[src/verilog/tape_pkg.sv]
// tape player shared definitions
// TAP image constants, state encodings and the bundles passed between blocks
`default_nettype none

package tape_pkg;

	// ------------------------------------------------------------------------
	// TAP image and playback constants
	// ------------------------------------------------------------------------

	// io-controller index of a TAP download
	localparam logic [7:0] TAP_INDEX = 8'h41;
	// 4k byte tape memory
	localparam int TAP_ADDR_W = 12;
	// pulse data starts after the 20 byte header
	localparam int TAP_HDR_LEN = 20;
	localparam int TAP_VER_OFFS = 12;
	// buffer depth, also the credit pool of the fetcher
	localparam int FIFO_DEPTH = 8;
	localparam int CREDIT_W = $clog2(FIFO_DEPTH + 1);
	// clocks per TAP length unit
	localparam int TICK_DIV = 8;
	// units of a v0 zero byte
	localparam int LONG_PULSE = 256;
	localparam int PULSE_W = 24;

	typedef enum logic [1:0] {
		TAP_V0 = 2'd0,
		TAP_V1 = 2'd1
	} tap_version_e;

	typedef enum logic [2:0] {
		DEC_IDLE,
		DEC_EXT0,
		DEC_EXT1,
		DEC_EXT2,
		DEC_LOW,
		DEC_HIGH
	} dec_state_e;

	// byte stream from the io-controller, data_io style
	typedef struct packed {
		logic                  downloading;
		logic [7:0]            index;
		logic                  wr;
		logic [TAP_ADDR_W-1:0] addr;
		logic [7:0]            data;
	} ioctl_t;

	typedef struct packed {
		logic                  en;
		logic [TAP_ADDR_W-1:0] addr;
		logic [7:0]            data;
	} ram_wr_t;

	// what the player needs to know about the stored image
	typedef struct packed {
		tap_version_e          version;
		logic [TAP_ADDR_W-1:0] end_addr;
	} tap_info_t;

endpackage

`default_nettype wire

[src/verilog/tape_pulse_gen.sv]
// cassette pulse generator
// turns TAP values into one low/high wave each on the cassette read line,
// handles the v1 three byte lengths and the play/stop toggle
`default_nettype none

module tape_pulse_gen import tape_pkg::*; (
	input  wire logic         clk28,
	input  wire logic         reset,
	input  wire logic         restart_i,
	input  wire tap_version_e version_i,
	input  wire logic         play_toggle_i,
	input  wire logic         head_valid_i,
	input  wire logic [7:0]   head_data_i,
	output logic              take_o,
	output logic              cass_read_o,
	output logic              motor_o
);

	dec_state_e state_q;
	logic [PULSE_W-1:0] len_q;
	logic [PULSE_W-1:0] cnt_q;
	logic [PULSE_W-1:0] new_len;
	logic [PULSE_W-1:0] high_len;
	logic playing_q;

	assign motor_o = playing_q;
	// line idles high, only the low phase pulls it down
	assign cass_read_o = (state_q != DEC_LOW);
	// high phase gets whatever the low half left over
	assign high_len = len_q - (len_q >> 1);

	// ------------------------------------------------------------------------
	// byte take
	// ------------------------------------------------------------------------

	always_comb begin
		take_o = 1'b0;
		if (!restart_i) begin
			case (state_q)
				// new pulse only while playing
				DEC_IDLE: take_o = playing_q && head_valid_i;
				// extension bytes belong to a pulse already started
				DEC_EXT0, DEC_EXT1, DEC_EXT2: take_o = head_valid_i;
				default: take_o = 1'b0;
			endcase
		end
	end

	// length that the current take completes
	always_comb begin
		new_len = len_q;
		case (state_q)
			DEC_IDLE: begin
				if (head_data_i == 8'd0) begin
					new_len = PULSE_W'(LONG_PULSE * TICK_DIV);
				end else begin
					new_len = PULSE_W'(head_data_i) * PULSE_W'(TICK_DIV);
				end
			end
			// top byte of the little endian length
			DEC_EXT2: new_len = {head_data_i, len_q[15:0]};
			default: new_len = len_q;
		endcase
	end

	// ------------------------------------------------------------------------
	// decode and pulse timing FSM
	// ------------------------------------------------------------------------

	always_ff @(posedge clk28) begin
		if (reset || restart_i) begin
			state_q <= DEC_IDLE;
			playing_q <= 1'b0;
		end else begin
			if (play_toggle_i) begin
				playing_q <= !playing_q;
			end
			case (state_q)
				DEC_IDLE: begin
					if (take_o) begin
						if (head_data_i == 8'd0 && version_i == TAP_V1) begin
							state_q <= DEC_EXT0;
						end else begin
							state_q <= DEC_LOW;
						end
					end
				end
				DEC_EXT0: if (take_o) state_q <= DEC_EXT1;
				DEC_EXT1: if (take_o) state_q <= DEC_EXT2;
				DEC_EXT2: if (take_o) state_q <= DEC_LOW;
				DEC_LOW: begin
					// idle cycle is the last high cycle, skip HIGH if that is all
					if (cnt_q <= 1) begin
						state_q <= (high_len > 1) ? DEC_HIGH : DEC_IDLE;
					end
				end
				DEC_HIGH: if (cnt_q <= 1) state_q <= DEC_IDLE;
				default: state_q <= DEC_IDLE;
			endcase
		end
	end

	// length and phase counter, payload only
	always_ff @(posedge clk28) begin
		case (state_q)
			DEC_EXT0: if (take_o) len_q[7:0] <= head_data_i;
			DEC_EXT1: if (take_o) len_q[15:8] <= head_data_i;
			DEC_LOW: begin
				if (cnt_q <= 1) begin
					cnt_q <= high_len - 1'b1;
				end else begin
					cnt_q <= cnt_q - 1'b1;
				end
			end
			DEC_HIGH: cnt_q <= cnt_q - 1'b1;
			default: ;
		endcase
		// last byte of a pulse, load the low half
		if ((state_q == DEC_IDLE || state_q == DEC_EXT2) && take_o) begin
			len_q <= new_len;
			cnt_q <= new_len >> 1;
		end
	end

endmodule

`default_nettype wire

[config.mk]
export PLATFORM = sky130hd
export DESIGN_NAME = tape_pulse_gen
export DESIGN_NICKNAME = d
export VERILOG_FILES = /design/src/verilog/tape_pkg.sv /design/src/verilog/tape_pulse_gen.sv
export SDC_FILE = /design/constraint.sdc
export NUM_CORES = 1
export LEC_CHECK = 0
export ABC_CLOCK_PERIOD_IN_PS = 3950
export BUFFER_PORTS_ARGS = -buffer_cell sky130_fd_sc_hd__buf_2
export CELL_PAD_IN_SITES_DETAIL_PLACEMENT = 0
export CELL_PAD_IN_SITES_GLOBAL_PLACEMENT = 1
export CORE_ASPECT_RATIO = 0.75
export CORE_UTILIZATION = 49
export DETAILED_ROUTE_END_ITERATION = 7
export PLACE_DENSITY = 0.87
export SLEW_MARGIN = 20
export SYNTH_ARGS = -nofsm -noshare
export SYNTH_HDL_FRONTEND = slang
export SYNTH_SLANG_ARGS = --single-unit
[constraint.sdc]
create_clock -name clk28 -period 3.95 [get_ports clk28]
set_input_delay 0.79 -clock clk28 [delete_from_list [all_inputs] [get_ports clk28]]
set_output_delay 0.79 -clock clk28 [all_outputs]
set_load 0.01 [all_outputs]
# == Word-level counts from Yosys, hierarchy flattened ==
# Cells that the tools add are included.
# word_totals
register_bits,52
in_bits,15
output_inout_bits,3
# op_classes
add_sub_neg,3
n_lt_le_gt_ge,2
n_eq_ne,15
n_mux,20
reduce_logical,18
# op_table
op,n
24-bit one-hot mux with 2 select lines,2
"24-bit by 1-bit subtractor with 24-bit output, second input constant",2
"24-bit by 1-bit greater-than comparator with 1-bit output, second input constant",1
"24-bit by 1-bit <= comparator with 1-bit output, second input constant",1
24-bit 2-to-1 mux,1
3-bit 2-to-1 mux,8
8-bit 2-to-1 mux,3
24-bit by 23-bit subtractor with 24-bit output,1
23-bit 2-to-1 mux,1
3-bit one-hot mux with 6 select lines,1
16-bit 2-to-1 mux,1
"2-bit != test, second input constant",8
12-bit 2-to-1 mux,1
8-bit zero test,1
2-bit nonzero test,4
"3-bit by 2-bit == test with 1-bit output, second input constant",2
"3-bit == test, second input constant",2
6-bit AND reduction,1
2-bit AND reduction,2
4-bit AND reduction,1
"3-bit by 1-bit == test with 1-bit output, second input constant",1
1-bit logical AND,3
3-bit zero test,1
"3-bit != test, second input constant",1
7 further kinds,8

# == Longest topological paths before layout ==
# Gate-level depths: netlist of run 1.
# logic_depth
depth_word,7
ltp_mapped,13
depth_no_buf,13

# == Worst setup path before layout of run 1 ==
# OpenSTA, ideal clock, no wires.
# synth_path
kind,register -> register
from,register len_q[1]
to,"register cnt_q[22], data pin"
setup_time_ns,0.279
arrival_ns,3.115
t_required_ns,3.671
slack_ns,0.556
stages_incl_launch_ff,13
path_buffers,0
period_less_slack_ns,3.394
cell_sequence,edfxtp_1 -> ha_1 -> inv_1 -> fa_1 -> a211oi_2 -> nor2_1 -> a211oi_4 -> xnor2_1 -> a211oi_4 -> or3b_4 -> nor4_1 -> mux2i_1 -> o211ai_1
# synth_via
elab_chain_cells,5
# synth_lines
item,line,source
"start, declared",tape_pulse_gen.sv:20,logic [PULSE_W-1:0] len_q;
"start signal, assigned",tape_pulse_gen.sv:106,DEC_EXT0: if (take_o) len_q[7:0] <= head_data_i;
"start signal, assigned",tape_pulse_gen.sv:120,len_q <= new_len;
24-bit by 23-bit subtractor with 24-bit output,tape_pulse_gen.sv:30,assign high_len = len_q - (len_q >> 1);
24-bit by 1-bit subtractor with 24-bit output,tape_pulse_gen.sv:110,cnt_q <= high_len - 1'b1;
24-bit 2-to-1 mux,tape_pulse_gen.sv:109,if (cnt_q <= 1) begin
24-bit one-hot mux with 2 select lines,tape_pulse_gen.sv:105,case (state_q)
23-bit 2-to-1 mux,tape_pulse_gen.sv:119,if ((state_q == DEC_IDLE || state_q == DEC_EXT2) && take_o) begin
"end signal, assigned",tape_pulse_gen.sv:110,
"end signal, assigned",tape_pulse_gen.sv:112,cnt_q <= cnt_q - 1'b1;
"end signal, assigned",tape_pulse_gen.sv:121,cnt_q <= new_len >> 1;
"end, declared",tape_pulse_gen.sv:21,logic [PULSE_W-1:0] cnt_q;
# Every way passes these cells.
# A chain may end at the register's enable or synchronous reset.

# == Final worst setup path of run 1 ==
# layout_path
from,register len_q[8]
to,register state_q[0]
# layout_via
elab_chain_cells,5
# layout_lines
item,line,source
"start signal, assigned",tape_pulse_gen.sv:107,DEC_EXT1: if (take_o) len_q[15:8] <= head_data_i;
"start signal, assigned",tape_pulse_gen.sv:120,
24-bit by 23-bit subtractor with 24-bit output,tape_pulse_gen.sv:30,
24-bit by 1-bit greater-than comparator with 1-bit output,tape_pulse_gen.sv:94,state_q <= (high_len > 1) ? DEC_HIGH : DEC_IDLE;
3-bit 2-to-1 mux,tape_pulse_gen.sv:94,
3-bit 2-to-1 mux,tape_pulse_gen.sv:93,if (cnt_q <= 1) begin
3-bit one-hot mux with 6 select lines,tape_pulse_gen.sv:78,case (state_q)
"end signal, assigned",tape_pulse_gen.sv:94,
"end, declared",tape_pulse_gen.sv:19,dec_state_e state_q;
# Every way passes these cells. The select of a mux whose other input is x is not followed.

==> results.toml, run 1 <==
[detailed_routing]
drc_errors = 0
firstDrtPassIters = 5
vias = 5007
wire_per_inst_um = 19.4
drtAntennaViolNets = 0
drtIter0Drc = 606
drt-total-wl_um = 15200
viasPerCell = 6.36

[yosys]
synth_most_common_cell = "nand2_1"
yosysSeqAreaShare = 0.291
synth.top_cell.area_share = 0.272
synth_area_leaders = "edfxtp_1 (27%), ha_1 (6.5%), nand2_1 (5.5%)"
syn_inst = 630
syn_nets = 673
yosys-top-cells-count = "nand2_1 (76), edfxtp_1 (47), nor2_1 (47)"
synth_edf_count = 47
synth_largest_area_cell = "edfxtp_1"
ys_types = 77
synth_ff_type = "edfxtp_1"
syn_avg_cell_area_um2 = 8.23
ys_async_sr_fraction = 0
syn-cell-area_mm2 = 0.00519
synth_warnings = 0
ys_ff_latch = 52

[global_route]
antenna_found_initial = 0
grt_max_degree = 37
grt_pass1_wl_um = 24100
grt_pass1_vias = 4515
grt.total_usage = 0.282
grt-ovfl-total = 0

[status]
status = "completed"

[timing]
setup_viol = 0
holdWs_ns = 0.591
tightest_slew_ns = 1.07
period_needed_ns = 3.86
fin_crit_sh = 0.976
maxSlewHeadroom = 0.288
hold_viol_final = 0
max_freq_mhz = 259
finClkSkew_ns = 0.00859
maxSlewViolCount = 0

[final_layout]
multi_input_area_mm2 = 0.00347
drive_gt1_frac = 0.118
seqCellArea_mm2 = 0.00151
insertedDiodeCount = 0
fillers = 965
final_nets = 693
syn_to_final_growth_pct = 9.99
final_cells = 787

[power]
p_leak_uw = 0.00221
power_per_cell_area_mw_per_mm2 = 234
vdd_drop_max_mv = 0.251

[placement]
dpl.hpwl_um = 12000
gp_congestion = 0.947
portBuffers = 17
place_inst = 773

[min_path]
hold_start = "motor_o$_SDFFE_PP0P_"
hold_path.class = "reg2reg"

[clocking]
cts-root-buf = "clkbuf_16"
clkLatencyLatePin_ns = 0.30
cts_tree = "built"
htree_levels = 2
clock_tree.buffer_depth = 2
clkTransAtPathRegs_ns = 0.07
cts_buffers = 5
cts.sink_count = 52
hold_buffers = 0

[critical_path]
reg2reg_from = "len_q[8]$_DFFE_PP_"
critPathArrivalTime_ns = 4.02
rrSetupSlack_ns = 0.09
critPathKind = "reg2reg"
ff2ff_path_depth = 11
worstPathRequired_ns = 4.11
crit_end = "state_q[0]$_SDFFE_PP0P_"
cp-startpoint = "len_q[8]$_DFFE_PP_"
start_kind = "register"
r2r-end = "state_q[0]$_SDFFE_PP0P_"
endpoint_kind = "register"
path_max_fanout = 11

[die]
dieArea_mm2 = 0.0110
fp.dieH_um = 91.1
die_w_um = 121
boundaryPins = 18
start_util = 0.504
core_area_mm2 = 0.0103
rows = 32

[flow_run]
cap_violations = 0
==> cell usage in the layout, fill, tap and decap left out, drive strengths merged, types with 13 or more instances in the layout <==
cell and instances:
nand2 76, o21ai 49, edfxtp 47, nor2 47
inv 42, a21oi 39, buf 36, xnor2 29
ha 27, xor2 21, nor3 18, nand3 17
a211oi 17, nor4 13
==> timing repair <==
item,4_1_cts,5_1_grt
endpoints found under the setup margin,0,6
setup buffers,0,6
resized for setup,0,12
==> layer usage <==
layer	up-vias	track usage	wire, um
met5	-	0	0
met4	0	0.0586	229
met3	22	0.0528	1250
met2	210	0.411	6570
met1	2403	0.429	7190
li1	2372	-	-
==> worst max-delay path: stages, from the launching register on <==
cell and delay (ns):
edfxtp_1 0.40, inv_1 0.07, ha_1 0.49, nand3_1 0.20, or3_4 0.45, a2111o_1 0.50, and3_1 0.21, o21ai_0 0.25
o211ai_2 0.17, or3b_4 0.44, o41ai_4 0.42, a2111oi_1 0.13
==> registers in the layout, indices dropped and copies added (netlist names) <==
signal   count
cnt_q       24
len_q       24
motor_o      1
state_q      3
==> worst min path at each step <==
stage | endpoint | slack [ns] | depth (start not counted)
final | motor_o$_SDFFE_PP0P_ | 0.59 | 2
after global routing | len_q[16]$_DFFE_PP_ | 0.64 | 1
after CTS | motor_o$_SDFFE_PP0P_ | 0.59 | 2
after detailed placement | motor_o$_SDFFE_PP0P_ | 0.58 | 2
after global placement | motor_o$_SDFFE_PP0P_ | 0.56 | 2
after floorplan | len_q[16]$_DFFE_PP_ | 0.55 | 1
==> metrics by stage <==
stage | area [um2] | utilization | power, uW | TNS [ns] | setup WS [ns]
after floorplan | 5190 | - | 772 | 0 | 0.556
after global placement | 5440 | 0.529 | 830 | 0 | 0.321
after detailed placement | 5440 | 0.529 | 834 | 0 | 0.182
after CTS | 5610 | 0.545 | 1330 | 0 | 0.150
after global routing | 5710 | 0.554 | 1370 | -0.00431 | -0.00289
final | 5710 | 0.554 | 1340 | 0 | 0.0930
==> where the power goes <==
| group | switching [uW] | total (uW) | internal, uW |
|---|---|---|---|
| logic | 129 | 206 | 77.0 |
| clock network | 206 | 504 | 298 |
| registers | 13.6 | 627 | 613 |
==> area by class of cell <==
type                    instances  area share
clock buffers                   5      0.0219
clock inverters                 3     0.00746
inverters                      43      0.0283
multi-input cells             512       0.608
flip-flops and latches         52       0.265
well taps                     136      0.0298
repair buffers                 36      0.0399
==> cells by family after synthesis <==
| family | share of synthesized area |
|---|---|
| buf+inv | 0.0516 |
| mux | 0.0174 |
| simple gates | 0.235 |
| flops | 0.291 |
| xor+xnor | 0.0844 |
| compound gates | 0.251 |
| fa+ha+maj | 0.0690 |
No activity file was read; power rests on OpenSTA's default activity.
==> run 2: changes to the inputs <==
--- a/config.mk
+++ b/config.mk
@@ -7,12 +7,12 @@
 export LEC_CHECK = 0
 export ABC_CLOCK_PERIOD_IN_PS = 3950
 export BUFFER_PORTS_ARGS = -buffer_cell sky130_fd_sc_hd__buf_2
-export CELL_PAD_IN_SITES_DETAIL_PLACEMENT = 0
-export CELL_PAD_IN_SITES_GLOBAL_PLACEMENT = 1
+export CELL_PAD_IN_SITES_DETAIL_PLACEMENT = 2
+export CELL_PAD_IN_SITES_GLOBAL_PLACEMENT = 2
 export CORE_ASPECT_RATIO = 0.75
-export CORE_UTILIZATION = 49
+export CORE_UTILIZATION = 39
 export DETAILED_ROUTE_END_ITERATION = 7
-export PLACE_DENSITY = 0.87
+export PLACE_DENSITY = 0.86
 export SLEW_MARGIN = 20
 export SYNTH_ARGS = -nofsm -noshare
 export SYNTH_HDL_FRONTEND = slang
==> results.toml, run 2 (same netlist as run 1, synthesis figures left out) <==
[status]
status = "completed"

[detailed_routing]
drc_errors = 0
vias = 5258
firstDrtPassIters = 5
viasPerCell = 6.39
wire_per_inst_um = 25.6
drtAntennaViolNets = 0
drt-total-wl_um = 21100
drtIter0Drc = 245

[global_route]
antenna_found_initial = 0
grt.total_usage = 0.308
grt-ovfl-total = 0
grt_pass1_vias = 5412
grt_max_degree = 30
grt_pass1_wl_um = 31800

[flow_run]
cap_violations = 0

[timing]
rsz0062_at_grt = "yes"
fin_ws_ns = 0.0945
timing.setup.tns_ns = 0
maxSlewViolCount = 0
finClkSkew_ns = 0.0137
setup_viol = 0
fin_crit_sh = 0.976
maxSlewHeadroom = 0.319
max_freq_mhz = 259
tightest_slew_ns = 1.02
hold_viol_final = 0
period_needed_ns = 3.86

[final_layout]
fillers = 1452
insertedDiodeCount = 0
final_nets = 694
final_common_cell = "nand2_1"
layout_common_cells = "nand2_1 (76), edfxtp_1 (47), nor2_1 (46), o21ai_0 (43), inv_1 (42)"
drive_gt1_frac = 0.123
design_area_mm2 = 0.00579
syn_to_final_growth_pct = 11.6
reg_top3 = "cnt_q x24, len_q x24, state_q x3"
final_cells = 823
fin_util = 0.446

[die]
boundaryPins = 18
dieArea_mm2 = 0.0138
fp.dieH_um = 102
core_area_mm2 = 0.0130
start_util = 0.400
die_w_um = 135
rows = 36

[placement]
place_inst = 812
place_area_mm2 = 0.00552
gp_congestion = 0.874
portBuffers = 17
pre_cts_ws_ns = -0.0125
dpl.hpwl_um = 16200

[power]
p_leak_uw = 0.00222
power_per_cell_area_mw_per_mm2 = 240
vdd_drop_max_mv = 0.191

[clocking]
cts_buffers = 5
cts_tree = "built"
cts.sink_count = 52
htree_levels = 2
clock_tree.buffer_depth = 2
clkTransAtPathRegs_ns = 0.08
cts-root-buf = "clkbuf_16"
hold_buffers = 0
clkLatencyLatePin_ns = 0.32

[critical_path]
critPathKind = "reg2reg"
path_max_fanout = 7
worstPathCellList = "inv_1 > ha_1 > o21ai_1 > or3_4 > a2111o_1 > and3_1 > o21ai_0 > o211ai_2 > or3b_1 > o41ai_4 > a2111oi_1"
cp_slowest_stage_delay_ns = 0.52
critPathArrivalTime_ns = 4.03
worstPathRequired_ns = 4.12
endpoint_kind = "register"
start_kind = "register"
slowest_stage = "a2111o_1"

[min_path]
hold_path.class = "reg2reg"
[run 2: cell types whose count changed in the layout (fill, tap and decap cells not counted), sizes merged]
cell | previous run | this run
buf | 36 | 37
[run 2: layout make-up]
| class | count | area [um2] | area share |
|---|---|---|---|
| clock inverters | 3 | 42.5 | 0.00735 |
| inverters | 43 | 161 | 0.0279 |
| repair buffers | 37 | 235 | 0.0406 |
| well taps | 171 | 214 | 0.0369 |
| multi-input cells | 512 | 3500 | 0.605 |
| flip-flops and latches | 52 | 1510 | 0.261 |
| clock buffers | 5 | 125 | 0.0216 |
[run 2: worst max-delay path: cells and delay by family (launching register included)]
kind | cells | cell delay (ns)
buf+inv | 1 | 0.08
flops | 1 | 0.50
simple gates | 3 | 1.07
fa+ha+maj | 1 | 0.41
compound gates | 6 | 1.64
[run 2: through the flow]
step | hold WS, ns | total power (uW)
final | 0.600 | 1390
after global routing | 0.630 | 1420
after CTS | 0.590 | 1380
after detailed placement | 0.580 | 853
after global placement | 0.562 | 836
after floorplan | 0.552 | 772
[run 2: timing repair]
action,4_1_cts,5_1_grt
buffers inserted,1,2
resized for setup,2,14
gates cloned,0,0
setup endpoints to repair,3,9
pin swaps,1,2
[run 2: per-layer routing]
| layer | wire, um | up-vias | GRT usage | share of wire |
|---|---|---|---|---|
| met4 | 411 | 0 | 0.0951 | 0.020 |
| met3 | 997 | 31 | 0.0496 | 0.047 |
| met1 | 9580 | 2706 | 0.419 | 0.45 |
| met5 | 0 | - | 0 | 0 |
| met2 | 10100 | 145 | 0.503 | 0.48 |
| li1 | - | 2376 | - | - |
[run 2: power by group]
group / internal, uW / total, uW / switching [uW]
Clock: 299 / 535 / 236
Combinational: 79.4 / 227 / 148
Sequential: 613 / 628 / 15.1
[run 2: worst paths after layout]
kind         slack [ns]                  from  cells past startpoint                 endpoint
min reg2reg        0.60  motor_o$_SDFFE_PP0P_                      2     motor_o$_SDFFE_PP0P_
max                0.09    len_q[5]$_DFFE_PP_                     11  state_q[2]$_SDFFE_PP0P_
min                0.60  motor_o$_SDFFE_PP0P_                      2     motor_o$_SDFFE_PP0P_
max reg2reg        0.09    len_q[5]$_DFFE_PP_                     11  state_q[2]$_SDFFE_PP0P_
==> run 3: changes to the inputs <==
--- a/config.mk
+++ b/config.mk
@@ -10,9 +10,9 @@
 export CELL_PAD_IN_SITES_DETAIL_PLACEMENT = 2
 export CELL_PAD_IN_SITES_GLOBAL_PLACEMENT = 2
 export CORE_ASPECT_RATIO = 0.75
-export CORE_UTILIZATION = 39
+export CORE_UTILIZATION = 31
 export DETAILED_ROUTE_END_ITERATION = 7
-export PLACE_DENSITY = 0.86
+export PLACE_DENSITY = 0.72
 export SLEW_MARGIN = 20
 export SYNTH_ARGS = -nofsm -noshare
 export SYNTH_HDL_FRONTEND = slang
==> results.toml, run 3 (same netlist as run 1, synthesis figures left out) <==
[status]
status = "completed"

[detailed_routing]
viasPerCell = 5.86
wl_met1_um = 9930
drtIter0Drc = 270
firstDrtPassIters = 4
drt-total-wl_um = 20100
wl_met3_um = 808
wl_met2_um = 9060
vias = 5081
wire_per_inst_um = 23.1
top_layer_used = "met4"
drtAntennaViolNets = 0
drc_errors = 0

[timing]
timing.setup.tns_ns = 0
hold_viol_final = 0
maxSlewHeadroom = 0.412
max_freq_mhz = 264
holdWs_ns = 0.585
finClkSkew_ns = 0.0110
period_needed_ns = 3.79
maxSlewViolCount = 0
tightest_slew_ns = 0.881
setup_viol = 0
fin_crit_sh = 0.960

[power]
p_leak_uw = 0.00224
power_per_cell_area_mw_per_mm2 = 224
vdd_drop_max_mv = 0.167

[critical_path]
ff2ff_path_depth = 11
critPathKind = "reg2reg"
cp_slowest_stage_delay_ns = 0.51
endpoint_kind = "register"
rrSetupSlack_ns = 0.16
reg2reg_from = "len_q[8]$_DFFE_PP_"
path_delay_family = "compound AO/OA/AOI/OAI gates"
path_max_fanout = 8
worstPathRequired_ns = 4.11
critPathBufInv = 1
worstPathCellList = "inv_1 > ha_2 > nand3_1 > or3_4 > a2111o_1 > a221oi_2 > or3_1 > o211ai_2 > or3b_4 > o41ai_4 > a2111oi_1"
r2r-end = "state_q[0]$_SDFFE_PP0P_"
critPathArrivalTime_ns = 3.96
start_kind = "register"
slowest_stage = "a2111o_1"

[min_path]
holdPathStages = 2
hold-path-endpoint = "motor_o$_SDFFE_PP0P_"
hold_path.class = "reg2reg"
hold_start = "motor_o$_SDFFE_PP0P_"

[die]
core_area_mm2 = 0.0162
die_w_um = 151
boundaryPins = 18
rows = 40
fp.dieH_um = 114
start_util = 0.321
dieArea_mm2 = 0.0173

[final_layout]
final_nets = 699
final_cells = 867
syn_to_final_growth_pct = 13.1
reg_top3 = "cnt_q x24, len_q x24, state_q x3"
drive_gt1_frac = 0.132
fillers = 1846
layout_common_cells = "nand2_1 (76), edfxtp_1 (47), nor2_1 (46), inv_1 (42), o21ai_0 (41)"
fin_util = 0.363
final_common_cell = "nand2_1"
insertedDiodeCount = 0

[global_route]
grt_pass1_vias = 5401
antenna_found_initial = 0
grt_pass1_wl_um = 31500
grt-ovfl-total = 0
grt.total_usage = 0.242
grt_max_degree = 38

[placement]
place_inst = 854
dpl.hpwl_um = 16100
portBuffers = 17
gp_congestion = 0.853

[flow_run]
cap_violations = 0

[clocking]
clkTransAtPathRegs_ns = 0.08
cts_tree = "built"
clock_tree.buffer_depth = 2
cts.sink_count = 52
htree_levels = 2
cts_buffers = 5
clkLatencyLatePin_ns = 0.30
cts-root-buf = "clkbuf_16"
-- run 3: changes by cell type in the layout (fill, tap and decap cells not counted), sizes merged --
cell,previous run,this run
buf,37,42
inv,42,43
bufinv,1,0
-- run 3: repair_timing --
item,in CTS,in global routing
pin swaps,4,3
gates resized for setup,4,16
hold buffers,0,0
gates cloned,0,0
endpoints found under the setup margin,3,7
setup buffers,4,1
-- run 3: worst max-delay path by stage --
stage,startpoint,end,slack (ns),depth (start not counted)
floorplan,len_q[1]$_DFFE_PP_,cnt_q[22]$_DFFE_PP_,0.56,12
global placement,len_q[1]$_DFFE_PP_,cnt_q[22]$_DFFE_PP_,0.21,12
detailed placement,len_q[1]$_DFFE_PP_,cnt_q[22]$_DFFE_PP_,0.01,12
CTS,len_q[0]$_DFFE_PP_,state_q[0]$_SDFFE_PP0P_,0.003,13
global route,len_q[8]$_DFFE_PP_,state_q[0]$_SDFFE_PP0P_,-0.003,11
finish,len_q[8]$_DFFE_PP_,state_q[0]$_SDFFE_PP0P_,0.16,11
-- run 3: layer usage --
layer / up-vias / GRT usage
met5: - / 0
met4: 0 / 0.0447
met3: 24 / 0.0308
met2: 111 / 0.385
met1: 2547 / 0.350
li1: 2399 / -
-- run 3: worst reg2reg max path, stage by stage (launching register included) --
cell	delay (ns)
edfxtp_1	0.42
inv_1	0.08
ha_2	0.42
nand3_1	0.13
or3_4	0.43
a2111o_1	0.52
a221oi_2	0.33
or3_1	0.18
o211ai_2	0.15
or3b_4	0.44
o41ai_4	0.42
a2111oi_1	0.14
-- run 3: stage by stage --
stage	setup WS, ns	instance area [um2]	total power [uW]
floorplan	0.556	5190	772
global placement	0.211	5590	842
detailed placement	0.0117	5590	851
CTS	0.00316	5790	1320
global route	-0.00344	5870	1360
finish	0.157	5870	1310
-- run 3: final cells by class --
cell class                 count  area, um2  share of cell area
sequential                    52       1510               0.258
inverter                      43        161              0.0275
tap                          210        263              0.0448
clock buffer                   5        125              0.0213
clock inverter                 3       22.5             0.00384
timing repair buffer          42        273              0.0465
multi-input combinational    512       3510               0.598
-- run 3: power by group --
| part | switching, uW | internal (uW) | leakage, uW |
|---|---|---|---|
| Combinational | 144 | 81.7 | 0.00170 |
| Sequential | 14.2 | 613 | 0.000468 |
| Clock | 222 | 238 | 0.0000742 |
| Total | 380 | 933 | 0.00224 |
